## config.mk

```make
export PLATFORM = sky130hd
export DESIGN_NAME = rv_core
export DESIGN_NICKNAME = d
export VERILOG_FILES = /design/src/source/rv_pkg.sv /design/src/source/reg_file.sv /design/src/source/insn_decoder.sv /design/src/source/int_alu.sv /design/src/source/pc_unit.sv /design/src/source/rv_core.sv
export SDC_FILE = /design/constraint.sdc
export NUM_CORES = 2
export LEC_CHECK = 0
export BUFFER_PORTS_ARGS = -buffer_cell sky130_fd_sc_hd__buf_2
export CAP_MARGIN = 20
export CORE_MARGIN = 8
export CORE_UTILIZATION = 32
export DETAILED_ROUTE_END_ITERATION = 12
export PLACE_DENSITY = 0.54
export RECOVER_POWER = 100
export SYNTH_ARGS = -nofsm -noshare
export SYNTH_HDL_FRONTEND = slang
export SYNTH_SLANG_ARGS = --single-unit
```

## constraint.sdc

```tcl
create_clock -name clk -period 15.1 [get_ports clk]
set_input_delay 2.265 -clock clk [delete_from_list [all_inputs] [get_ports clk]]
set_output_delay 2.265 -clock clk [all_outputs]
set_load 0.02 [all_outputs]
```

## src/source/rv_pkg.sv

```systemverilog
package rv_pkg;

  // datapath geometry
  localparam int XLEN       = 32;
  localparam int NUM_REGS   = 32;
  localparam int INSN_BYTES = 4;

  typedef logic [XLEN-1:0] word_t;
  typedef logic [XLEN-1:0] addr_t;
  typedef logic [31:0]     insn_t;
  typedef logic [4:0]      reg_idx_t;
  typedef logic [6:0]      opcode_t;
  typedef logic [2:0]      funct3_t;
  typedef logic [3:0]      alu_op_t;

  // major opcodes that the core executes
  localparam opcode_t OP_LUI     = 7'b0110111;
  localparam opcode_t OP_REG_IMM = 7'b0010011;
  localparam opcode_t OP_BRANCH  = 7'b1100011;
  localparam opcode_t OP_SYSTEM  = 7'b1110011;

  // funct3 for register-immediate operations
  localparam funct3_t F3_ADD  = 3'b000;
  localparam funct3_t F3_SLL  = 3'b001;
  localparam funct3_t F3_SLT  = 3'b010;
  localparam funct3_t F3_SLTU = 3'b011;
  localparam funct3_t F3_XOR  = 3'b100;
  localparam funct3_t F3_SR   = 3'b101;
  localparam funct3_t F3_OR   = 3'b110;
  localparam funct3_t F3_AND  = 3'b111;

  // funct3 for conditional branches
  localparam funct3_t F3_BEQ  = 3'b000;
  localparam funct3_t F3_BNE  = 3'b001;
  localparam funct3_t F3_BLT  = 3'b100;
  localparam funct3_t F3_BGE  = 3'b101;
  localparam funct3_t F3_BLTU = 3'b110;
  localparam funct3_t F3_BGEU = 3'b111;

  // funct7 marking srai instead of srli
  localparam logic [6:0] F7_ALT = 7'b0100000;

  // ALU operation codes
  localparam alu_op_t ALU_ADD  = 4'd0;
  localparam alu_op_t ALU_SLT  = 4'd1;
  localparam alu_op_t ALU_SLTU = 4'd2;
  localparam alu_op_t ALU_XOR  = 4'd3;
  localparam alu_op_t ALU_OR   = 4'd4;
  localparam alu_op_t ALU_AND  = 4'd5;
  localparam alu_op_t ALU_SLL  = 4'd6;
  localparam alu_op_t ALU_SRL  = 4'd7;
  localparam alu_op_t ALU_SRA  = 4'd8;
  localparam alu_op_t ALU_LUI  = 4'd9;

  // ecall is the only system word that is recognised
  localparam insn_t ECALL_WORD = 32'h0000_0073;

endpackage

```

## src/source/reg_file.sv

```systemverilog
module reg_file (
  input  logic             clk,
  input  logic             rst,
  input  logic             wr_en,
  input  rv_pkg::reg_idx_t wr_idx,
  input  rv_pkg::word_t    wr_data,
  input  rv_pkg::reg_idx_t rs1,
  input  rv_pkg::reg_idx_t rs2,
  output rv_pkg::word_t    rs1_data,
  output rv_pkg::word_t    rs2_data
);
  import rv_pkg::*;

  // x0 has no storage
  word_t regs [1:NUM_REGS-1];

  always_ff @(posedge clk)
  begin
    if (rst)
    begin
      for (int i = 1; i < NUM_REGS; i++)
      begin
        regs[i] <= '0;
      end
    end
    else if (wr_en)
    begin
      regs[wr_idx] <= wr_data;
    end
  end

  // two independent combinational read ports
  assign rs1_data = (rs1 == '0) ? '0 : regs[rs1];
  assign rs2_data = (rs2 == '0) ? '0 : regs[rs2];

  // the decoder is responsible for filtering writes to x0
  assert property (@(posedge clk) disable iff (rst) wr_en |-> wr_idx != '0)
    else $error("reg_file: write enabled for x0");

endmodule

```

## src/source/insn_decoder.sv

```systemverilog
module insn_decoder (
  input  rv_pkg::insn_t    insn,
  output rv_pkg::reg_idx_t rs1,
  output rv_pkg::reg_idx_t rs2,
  output rv_pkg::reg_idx_t rd,
  output logic             wr_en,
  output rv_pkg::alu_op_t  alu_op,
  output rv_pkg::word_t    imm,
  output logic             is_branch,
  output rv_pkg::funct3_t  branch_f3,
  output rv_pkg::word_t    branch_imm,
  output logic             halt
);
  import rv_pkg::*;

  opcode_t    opcode;
  funct3_t    funct3;
  logic [6:0] funct7;
  word_t      imm_i;
  word_t      imm_u;
  word_t      imm_b;
  word_t      shamt;
  logic       writes_rd;

  // fixed field positions of the base encoding
  assign opcode = insn[6:0];
  assign rd     = insn[11:7];
  assign funct3 = insn[14:12];
  assign rs1    = insn[19:15];
  assign rs2    = insn[24:20];
  assign funct7 = insn[31:25];

  // sign-extended immediates
  assign imm_i = {{20{insn[31]}}, insn[31:20]};
  assign imm_u = {insn[31:12], 12'b0};
  assign imm_b = {{19{insn[31]}}, insn[31], insn[7], insn[30:25], insn[11:8], 1'b0};

  // shift amount sits in the low five bits of the I immediate
  assign shamt = {{(XLEN-5){1'b0}}, insn[24:20]};

  always_comb
  begin
    writes_rd = 1'b0;
    alu_op    = ALU_ADD;
    imm       = imm_i;
    is_branch = 1'b0;
    halt      = 1'b0;

    case (opcode)
      OP_LUI:
      begin
        writes_rd = 1'b1;
        alu_op    = ALU_LUI;
        imm       = imm_u;
      end
      OP_REG_IMM:
      begin
        writes_rd = 1'b1;
        case (funct3)
          F3_ADD:  alu_op = ALU_ADD;
          F3_SLT:  alu_op = ALU_SLT;
          F3_SLTU: alu_op = ALU_SLTU;
          F3_XOR:  alu_op = ALU_XOR;
          F3_OR:   alu_op = ALU_OR;
          F3_AND:  alu_op = ALU_AND;
          F3_SLL:
          begin
            alu_op    = ALU_SLL;
            imm       = shamt;
            writes_rd = (funct7 == '0);
          end
          F3_SR:
          begin
            imm = shamt;
            if (funct7 == F7_ALT)
            begin
              alu_op = ALU_SRA;
            end
            else
            begin
              alu_op    = ALU_SRL;
              writes_rd = (funct7 == '0);
            end
          end
        endcase
      end
      OP_BRANCH:
      begin
        case (funct3)
          F3_BEQ, F3_BNE, F3_BLT, F3_BGE, F3_BLTU, F3_BGEU: is_branch = 1'b1;
          default: is_branch = 1'b0;
        endcase
      end
      OP_SYSTEM:
      begin
        // anything other than a plain ecall is a no-op
        halt = (insn == ECALL_WORD);
      end
      default:
      begin
        writes_rd = 1'b0;
      end
    endcase
  end

  // writes to x0 are dropped here
  assign wr_en = writes_rd && (rd != '0);

  assign branch_f3  = funct3;
  assign branch_imm = imm_b;

endmodule

```

## src/source/int_alu.sv

```systemverilog
module int_alu (
  input  rv_pkg::alu_op_t alu_op,
  input  rv_pkg::word_t   operand,
  input  rv_pkg::word_t   imm,
  output rv_pkg::word_t   result
);
  import rv_pkg::*;

  logic [4:0] shamt;
  logic       lt_signed;
  logic       lt_unsigned;

  assign shamt       = imm[4:0];
  assign lt_signed   = $signed(operand) < $signed(imm);
  assign lt_unsigned = operand < imm;

  always_comb
  begin
    case (alu_op)
      ALU_ADD:
      begin
        result = operand + imm;
      end
      ALU_SLT:
      begin
        result = {{(XLEN-1){1'b0}}, lt_signed};
      end
      ALU_SLTU:
      begin
        result = {{(XLEN-1){1'b0}}, lt_unsigned};
      end
      ALU_XOR:
      begin
        result = operand ^ imm;
      end
      ALU_OR:
      begin
        result = operand | imm;
      end
      ALU_AND:
      begin
        result = operand & imm;
      end
      ALU_SLL:
      begin
        result = operand << shamt;
      end
      ALU_SRL:
      begin
        result = operand >> shamt;
      end
      ALU_SRA:
      begin
        // sign bit fills in from the top
        result = word_t'($signed(operand) >>> shamt);
      end
      ALU_LUI:
      begin
        // upper immediate arrives already shifted
        result = imm;
      end
      default:
      begin
        result = '0;
      end
    endcase
  end

endmodule

```

## src/source/pc_unit.sv

```systemverilog
module pc_unit (
  input  logic            clk,
  input  logic            rst,
  input  logic            is_branch,
  input  rv_pkg::funct3_t branch_f3,
  input  rv_pkg::word_t   branch_imm,
  input  rv_pkg::word_t   rs1_data,
  input  rv_pkg::word_t   rs2_data,
  input  logic            halt,
  output rv_pkg::addr_t   pc
);
  import rv_pkg::*;

  logic  taken;
  addr_t pc_seq;
  addr_t pc_next;

  // branch condition from the two register operands
  always_comb
  begin
    case (branch_f3)
      F3_BEQ:  taken = (rs1_data == rs2_data);
      F3_BNE:  taken = (rs1_data != rs2_data);
      F3_BLT:  taken = ($signed(rs1_data) < $signed(rs2_data));
      F3_BGE:  taken = ($signed(rs1_data) >= $signed(rs2_data));
      F3_BLTU: taken = (rs1_data < rs2_data);
      F3_BGEU: taken = (rs1_data >= rs2_data);
      default: taken = 1'b0;
    endcase
  end

  assign pc_seq = pc + addr_t'(INSN_BYTES);

  // halt freezes the pc on the current ecall
  always_comb
  begin
    if (halt)
      pc_next = pc;
    else if (is_branch && taken)
      pc_next = pc + branch_imm;
    else
      pc_next = pc_seq;
  end

  always_ff @(posedge clk)
  begin
    if (rst)
      pc <= '0;
    else
      pc <= pc_next;
  end

  // fetch stays word aligned
  assert property (@(posedge clk) disable iff (rst) pc[1:0] == 2'b00)
    else $error("pc_unit: misaligned pc %h", pc);

endmodule

```

## src/source/rv_core.sv

```systemverilog
module rv_core (
  input  logic             clk,
  input  logic             rst,
  input  rv_pkg::insn_t    insn,
  output rv_pkg::addr_t    pc,
  output logic             halt,
  output logic             wb_en,
  output rv_pkg::reg_idx_t wb_rd,
  output rv_pkg::word_t    wb_data
);
  import rv_pkg::*;

  // decode outputs
  reg_idx_t rs1;
  reg_idx_t rs2;
  logic     dec_wr_en;
  alu_op_t  alu_op;
  word_t    imm;
  logic     is_branch;
  funct3_t  branch_f3;
  word_t    branch_imm;

  // register operands
  word_t rs1_data;
  word_t rs2_data;

  // write-back goes to the ports and the register file together
  insn_decoder u_decoder (
    .insn       (insn),
    .rs1        (rs1),
    .rs2        (rs2),
    .rd         (wb_rd),
    .wr_en      (dec_wr_en),
    .alu_op     (alu_op),
    .imm        (imm),
    .is_branch  (is_branch),
    .branch_f3  (branch_f3),
    .branch_imm (branch_imm),
    .halt       (halt)
  );

  // no write-back is reported while reset is held
  assign wb_en = dec_wr_en && !rst;

  reg_file u_reg_file (
    .clk      (clk),
    .rst      (rst),
    .wr_en    (wb_en),
    .wr_idx   (wb_rd),
    .wr_data  (wb_data),
    .rs1      (rs1),
    .rs2      (rs2),
    .rs1_data (rs1_data),
    .rs2_data (rs2_data)
  );

  int_alu u_alu (
    .alu_op  (alu_op),
    .operand (rs1_data),
    .imm     (imm),
    .result  (wb_data)
  );

  pc_unit u_pc_unit (
    .clk        (clk),
    .rst        (rst),
    .is_branch  (is_branch),
    .branch_f3  (branch_f3),
    .branch_imm (branch_imm),
    .rs1_data   (rs1_data),
    .rs2_data   (rs2_data),
    .halt       (halt),
    .pc         (pc)
  );

endmodule

```

Word-level counts from Yosys, hierarchy flattened
Memory sizes are Yosys's and may differ from the RTL's.
Index checks and enable logic that the tools add are counted.
{"block": "classes", "reduce_logical": 13, "shifts": 3, "eq_ne": 24, "addsub": 3, "muxes": 24, "n_bitwise": 3, "n_lt_le_gt_ge": 6}
{"cell": "32-bit one-hot mux with 10 select lines", "n": 1}
{"cell": "32-bit two-way mux", "n": 5}
{"cell": "32-bit < comparator", "n": 4}
{"cell": "32-bit adder", "n": 2}
{"cell": "32-bit greater-or-equal comparator", "n": 2}
{"cell": "32-bit one-hot mux with 2 select lines", "n": 1}
{"cell": "32-bit by 3-bit adder with 32-bit output, second input constant", "n": 1}
{"cell": "32-bit AND", "n": 1}
{"cell": "32-bit equality test", "n": 1}
{"cell": "32-bit by 7-bit equality test with 1-bit output, second input constant", "n": 1}
{"cell": "32-bit inequality test", "n": 1}
{"cell": "32-bit bitwise OR", "n": 1}
{"cell": "4-bit one-hot mux with 8 select lines", "n": 1}
{"cell": "32-bit OR reduction", "n": 1}
{"cell": "32-bit by 5-bit left shift with 32-bit output", "n": 1}
{"cell": "32-bit by 5-bit >> shifter with 32-bit output", "n": 1}
{"cell": "32-bit by 5-bit >>> shifter with 32-bit output", "n": 1}
{"cell": "32-bit XOR", "n": 1}
{"cell": "4-bit by 3-bit equality test with 1-bit output, second input constant", "n": 4}
{"cell": "7-bit by 6-bit equality test with 1-bit output, second input constant", "n": 2}
{"cell": "7-bit equality test, second input constant", "n": 2}
{"cell": "3-bit equality test, second input constant", "n": 4}
{"cell": "5-bit logical NOT", "n": 2}
{"cell": "1-bit two-way mux", "n": 10}
{"cell": "other kinds (19)", "n": 25}
{"block": "totals", "ramBits": 992, "reg_bits": 32, "in_bits": 34, "n_memories": 1, "out_inout_bits": 71}
{"name": "u_reg_file.regs", "depth": 31, "width": 32, "read_ports": 2, "rd_clocked_by_memory_dff": 0, "wr": 31, "line_no": "reg_file.sv:15", "text": "word_t regs [1:NUM_REGS-1];"}

Depth between registers and ports, before layout
{"block": "depth", "depth_word": 11, "mapped_depth": 26, "ltp_nobuf": 18}

Hierarchy
Synthesis repeated with hierarchy kept, for this count alone.
{"block": "unflattened", "cells_unflattened": 5364, "hier_area_um2": 67400.9}
{"mod": "reg_file", "area_per_inst_um2": 54165.7, "n_inst": 1, "cells_per_inst": 3506}
{"mod": "int_alu", "area_per_inst_um2": 7803.7, "n_inst": 1, "cells_per_inst": 1118}
{"mod": "pc_unit", "area_per_inst_um2": 4495.6, "n_inst": 1, "cells_per_inst": 606}
{"mod": "insn_decoder", "area_per_inst_um2": 922.1, "n_inst": 1, "cells_per_inst": 133}
{"mod": "rv_core", "area_per_inst_um2": 13.8, "n_inst": 1, "cells_per_inst": 1}

Worst setup path before layout
No wires, ideal clock.
{"block": "synth_timing", "kind": "input port to output port", "startpoint": "input insn[3]", "endpoint": "output wb_data[28]", "stages": 21, "slack_ns": 5.535, "t_arrival_ns": 7.300, "cell_sequence": "nand3b_1 -> or2_2 -> clkbuf_1 -> nand2_1 -> clkbuf_1 -> clkbuf_1 -> clkbuf_1 -> clkbuf_1 -> ha_1 -> nor2b_1 -> o21a_1 -> o31ai_1 -> o21ba_2 -> o311ai_0 -> a21oi_1 -> a311o_1 -> o21ai_0 -> xnor2_1 -> a211oi_2 -> buf_2 -> inv_1"}
{"block": "synth_between", "elab_chain_len": 4, "elab_cells_between_ends": 22, "classes_between": "1 x add/sub; 11 x eq/ne; 3 x shift; 3 x mux; 3 x bitwise; 1 x reduce/logical"}
{"item": "from (decl)", "line_no": "rv_core.sv:4", "text": "input rv_pkg::insn_t insn,"}
{"item": "7-bit by 5-bit equality test with 1-bit output or 7-bit by 6-bit equality test with 1-bit output (tied branches)", "line_no": "insn_decoder.sv:49", "text": "case (opcode)"}
{"item": "32-bit one-hot mux with 2 select lines or 4-bit one-hot mux with 2 select lines (tied branches)", "line_no": "insn_decoder.sv:49"}
{"item": "32-bit adder (tied with other cells)", "line_no": "int_alu.sv:22", "text": "result = operand + imm;"}
{"item": "32-bit one-hot mux with 10 select lines *", "line_no": "int_alu.sv:19", "text": "case (alu_op)"}
{"item": "to (decl)", "line_no": "rv_core.sv:9", "text": "output rv_pkg::word_t wb_data"}
Every way passes the cells marked *; elsewhere a longest branch is shown, timed or not.

Worst setup path after layout
{"block": "layout_timing", "startpoint": "input insn[15]", "endpoint": "output wb_data[21]"}
{"block": "layout_between", "elab_chain_len": 4, "elab_cells_between_ends": 12, "classes_between": "1 x add/sub; 3 x shift; 3 x mux; 3 x bitwise; 1 x reduce/logical; 1 x memory"}
{"item": "memory 31 x 32 bit or 5-bit logical NOT (tied branches)"}
{"item": "32-bit two-way mux", "line_no": "reg_file.sv:33", "text": "assign rs1_data = (rs1 == '0) ? '0 : regs[rs1];"}
{"item": "32-bit adder (tied with other cells)", "line_no": "int_alu.sv:22"}
{"item": "32-bit one-hot mux with 10 select lines *", "line_no": "int_alu.sv:19"}
Marked as above.

==> parameters.txt <==
Parameter                              Value

Outcome
  Status    finished, violations left
  Violations in the final reports    capacitance limit, slew limit

Placed design
  GP Congestion    1.043
  Placed wire-length estimate    182.6 mm
  # port buffers    103
  Placed cell count    7929

Pwr
  Switching Power    2.619 mW
  Clock Power Share    35.6%
  Switching share of total power    32.30%
  Worst vdd rail ir drop    0.09097 mV
  Internal power consumption    5.490 mW
  Leak    25.80 nW
  Share of power burned in combinational logic    22.4%
  Power share of the sequential group    42.0%
  Total power density per cell area    113.5 mW/mm2

Finish
  Most frequent cells in the layout    nor2_1 (1162), edfxtp_1 (1024), mux4_2 (493)
  Final nets    5572
  Utilization of the core after routing    35.49%
  Most common cell after layout, fill and taps aside    nor2_1
  Fillers    19740
  Non-Filler Instances    8142
  Synth-to-Final Area Change    10.63%
  Fraction of final layout cells with drive strength greater than 1    18.51%

STA
  Total setup violations reported at the end of the flow    0
  Final number of max-transition violations    2276
  Aggregate negative setup slack    0 ps
  Setup repair after global routing missed its margin    no
  Count of final hold-check violations    0
  Final worst path period need    13190 ps
  Worst slew margin relative to its limit    -211.7%
  Final period util    87.33%
  Timing-limited maximum frequency    75.83 MHz
  Clock skew    46.98 ps
  Slew at the pin closest to its max-slew limit    4675 ps

Yosys
  Synth async-reset ratio    0%
  Average cell area after synthesis    11.90 um2
  Synthesized-area fraction occupied by adder cells    3.162%
  Synth cell types    102
  Area of the mapped netlist    0.06457 mm2
  Post-Syn Instances    5428
  Most used flip-flop cell after synthesis    edfxtp_1
  Number of synthesized flops with an enable pin    1024
  Xor-xnor portion of the synthesized cell area    0.5426%
  Combinational family with the most area after synthesis    multiplexers
  Fraction of synthesized area in multiplexers    21.04%
  Fraction of the yosys area taken by sequential cells    48.58%
  #FFs+latches synth    1055
  Share of the synthesized area in compound gates (AO/OA/AOI/OAI)    10.00%
  Ys Warns    0
  Synth Area in Simple Gates    12.31%

Critical path
  CP endpoint kind    output pin
  Crit path kind    in -> out
  Delay of the slowest critical-path stage    1540 ps
  Cell repeated most along the worst path    clkbuf_1
  R2r startpoint    u_reg_file.regs[31][3]
  Worst Path Arrival    10920 ps
  WP data required    12840 ps
  CP max FO    88
  Crit-path cells    buf_8 > buf_12 > clkbuf_1 > mux4_2 > a22oi_1 > nand4_1 > nand2_1 > nor2_1 > inv_1 > o22ai_1 > mux2i_1 > o221ai_1 > a211oi_1 > and3_1 > clkbuf_1 > inv_1 > clkbuf_1
  Crit-path leading delay family    buffers and inverters
  Critical R2R Capture    u_reg_file.regs[22][31]
  Number of buffers and inverters on the critical path    7
  Number of cells on the worst reg-to-reg path    18
  Kind of start point of the critical path    input pin
  Setup slack, reg-to-reg    6850 ps
  Cell with the largest stage delay on the worst path    clkbuf_1

CTS
  CTS-repair resized insts    0
  Clock transition at the registers of the reported paths    60 ps
  Insertion delay to the later sink of the worst-skew pair    790 ps
  Sink count of the clock tree    1055
  Bufs on Longest Clock Path    3
  Clock buffer count from CTS    116
  CTS tree    done
  Buffer type at the clock tree root    clkbuf_16
  Maximum level of the CTS H-tree    3
  Buffer count from post-CTS setup fixing    0
  Hold buffers post-CTS    0

Worst hold path
  Worst hold path depth    2
  Class of the most critical hold timing path    reg -> reg
  Startpoint of the worst hold path    u_pc_unit.pc[29]
  Hold EP    u_pc_unit.pc[29]

Global routing
  Initial antenna violation count    6
  GRT Util Overall    25.87%
  Pin count of the biggest net entering global routing    117
  Vias in the first global route    49440
  First-pass GRT wire length    399.6 mm
  Total congestion overflow after global routing    0

Drt
  Antenna Nets Post-Route    0
  Detail-routed net length per standard cell    35.81 um
  DRC violation count after routing    0
  Iter 0 DRT Violations    7653
  Vias post-DR    51320
  Drt total wl    291.6 mm
  Average vias per placed instance    6.303
  Count of TritonRoute iterations in the first routing pass    6

Floorplanning
  Vert. Die Dim    465.2 um
  Starting density of the core    32.08%
  Overall die area    0.2164 mm2
  I/O pin count    105
  Number of placement rows    165
  Core Region    0.2013 mm2
  Floorplan die width    465.2 um

Job
  Total of max-cap violations    83
cells by family (layout without fill, tap and decap cells):
group,after synthesis,count (layout)
other,1,41
AND/OR/NAND/NOR,1872,1872
adder cells (fa/ha/maj),162,162
flip-flops,1055,1055
AO/OA/AOI/OAI,934,934
XOR/XNOR,40,40
buffers and inverters,637,639
multiplexers,727,727
worst reg2reg max path: cells and delay by family, from the launching register on:
family          cells  cell delay [ps]
fa+ha+maj           1              400
xor+xnor            1              170
flops               1              420
mux                 1              480
compound gates      8             3660
buf+inv             1             1360
simple gates        6             1350
power by group through the flow:
stage                     clock network [mW]  logic [mW]  registers, mW
after floorplan                            0        1.13           3.42
after global placement                     0        1.82           3.45
after detailed placement                   0        1.82           3.45
after CTS                               2.91        1.83           3.39
after global routing                    3.01        1.89           3.41
final                                   2.89        1.82           3.40
layer usage:
metal	vias to the layer above	share of wire, %	track usage, %	wire length, um
met5	-	0.0048	0	14
met4	2	6.9	15.38	20220
met3	782	11	5.566	30700
met2	3578	44	39.67	129600
met1	26420	38	33.70	111000
li1	20540	-	-	-
cell type report:
cell class	instances	area, um2	area share, %
tap	2672	3343	4.680
timing repair buffer	304	1759	2.463
inverter	131	491.7	0.6884
multi-input combinational	3768	30700	42.98
sequential	1055	31370	43.92
antenna	8	20.02	0.02803
clock buffer	142	3063	4.288
clock inverter	62	684.4	0.9581
registers in the layout (all words and copies together) (netlist names):
name             count
u_pc_unit.pc        31
u_reg_file.regs   1024
Yosys cell counts (95+ instances only):
cell type / count / share of area (%)
nor2_1: 1148 / 6.7
edfxtp_1: 1024 / 48
mux4_2: 493 / 17
nand2_1: 336 / 2.0
clkbuf_1: 296 / 1.7
a21oi_1: 202 / 1.6
ha_1: 160 / 3.1
o21ai_0: 141 / 1.1
mux2i_1: 128 / 2.0
inv_1: 117 / 0.68
mux2_2: 101 / 1.8
buf_2: 97 / 0.75
a22oi_1: 95 / 1.1
through the flow:
stage / hold WS (ps) / total power [mW] / cell area (um2) / setup slack, ps
6_report: 551.1 / 8.110 / 71430 / 1912
3_3_place_gp: 516.3 / 5.263 / 68200 / 3249
4_1_cts: 541.8 / 8.131 / 71960 / 3564
5_1_grt: 558.9 / 8.313 / 71410 / 1597
2_1_floorplan: 545.5 / 4.546 / 64690 / 5535
3_5_place_dp: 533.0 / 5.269 / 68210 / 3620
worst max-delay path by stage:
| stage | startpoint | end | slack [ps] | depth (start not counted) |
|---|---|---|---|---|
| 6_report | insn[15] | wb_data[21] | 1910 | 17 |
| 3_5_place_dp | insn[15] | wb_data[28] | 3620 | 23 |
| 5_1_grt | insn[15] | wb_data[17] | 1600 | 18 |
| 3_3_place_gp | insn[15] | wb_data[30] | 3250 | 20 |
| 4_1_cts | insn[15] | wb_data[28] | 3560 | 23 |
| 2_1_floorplan | insn[3] | wb_data[28] | 5540 | 21 |
Note: power is estimated with default switching activity, not from simulation.
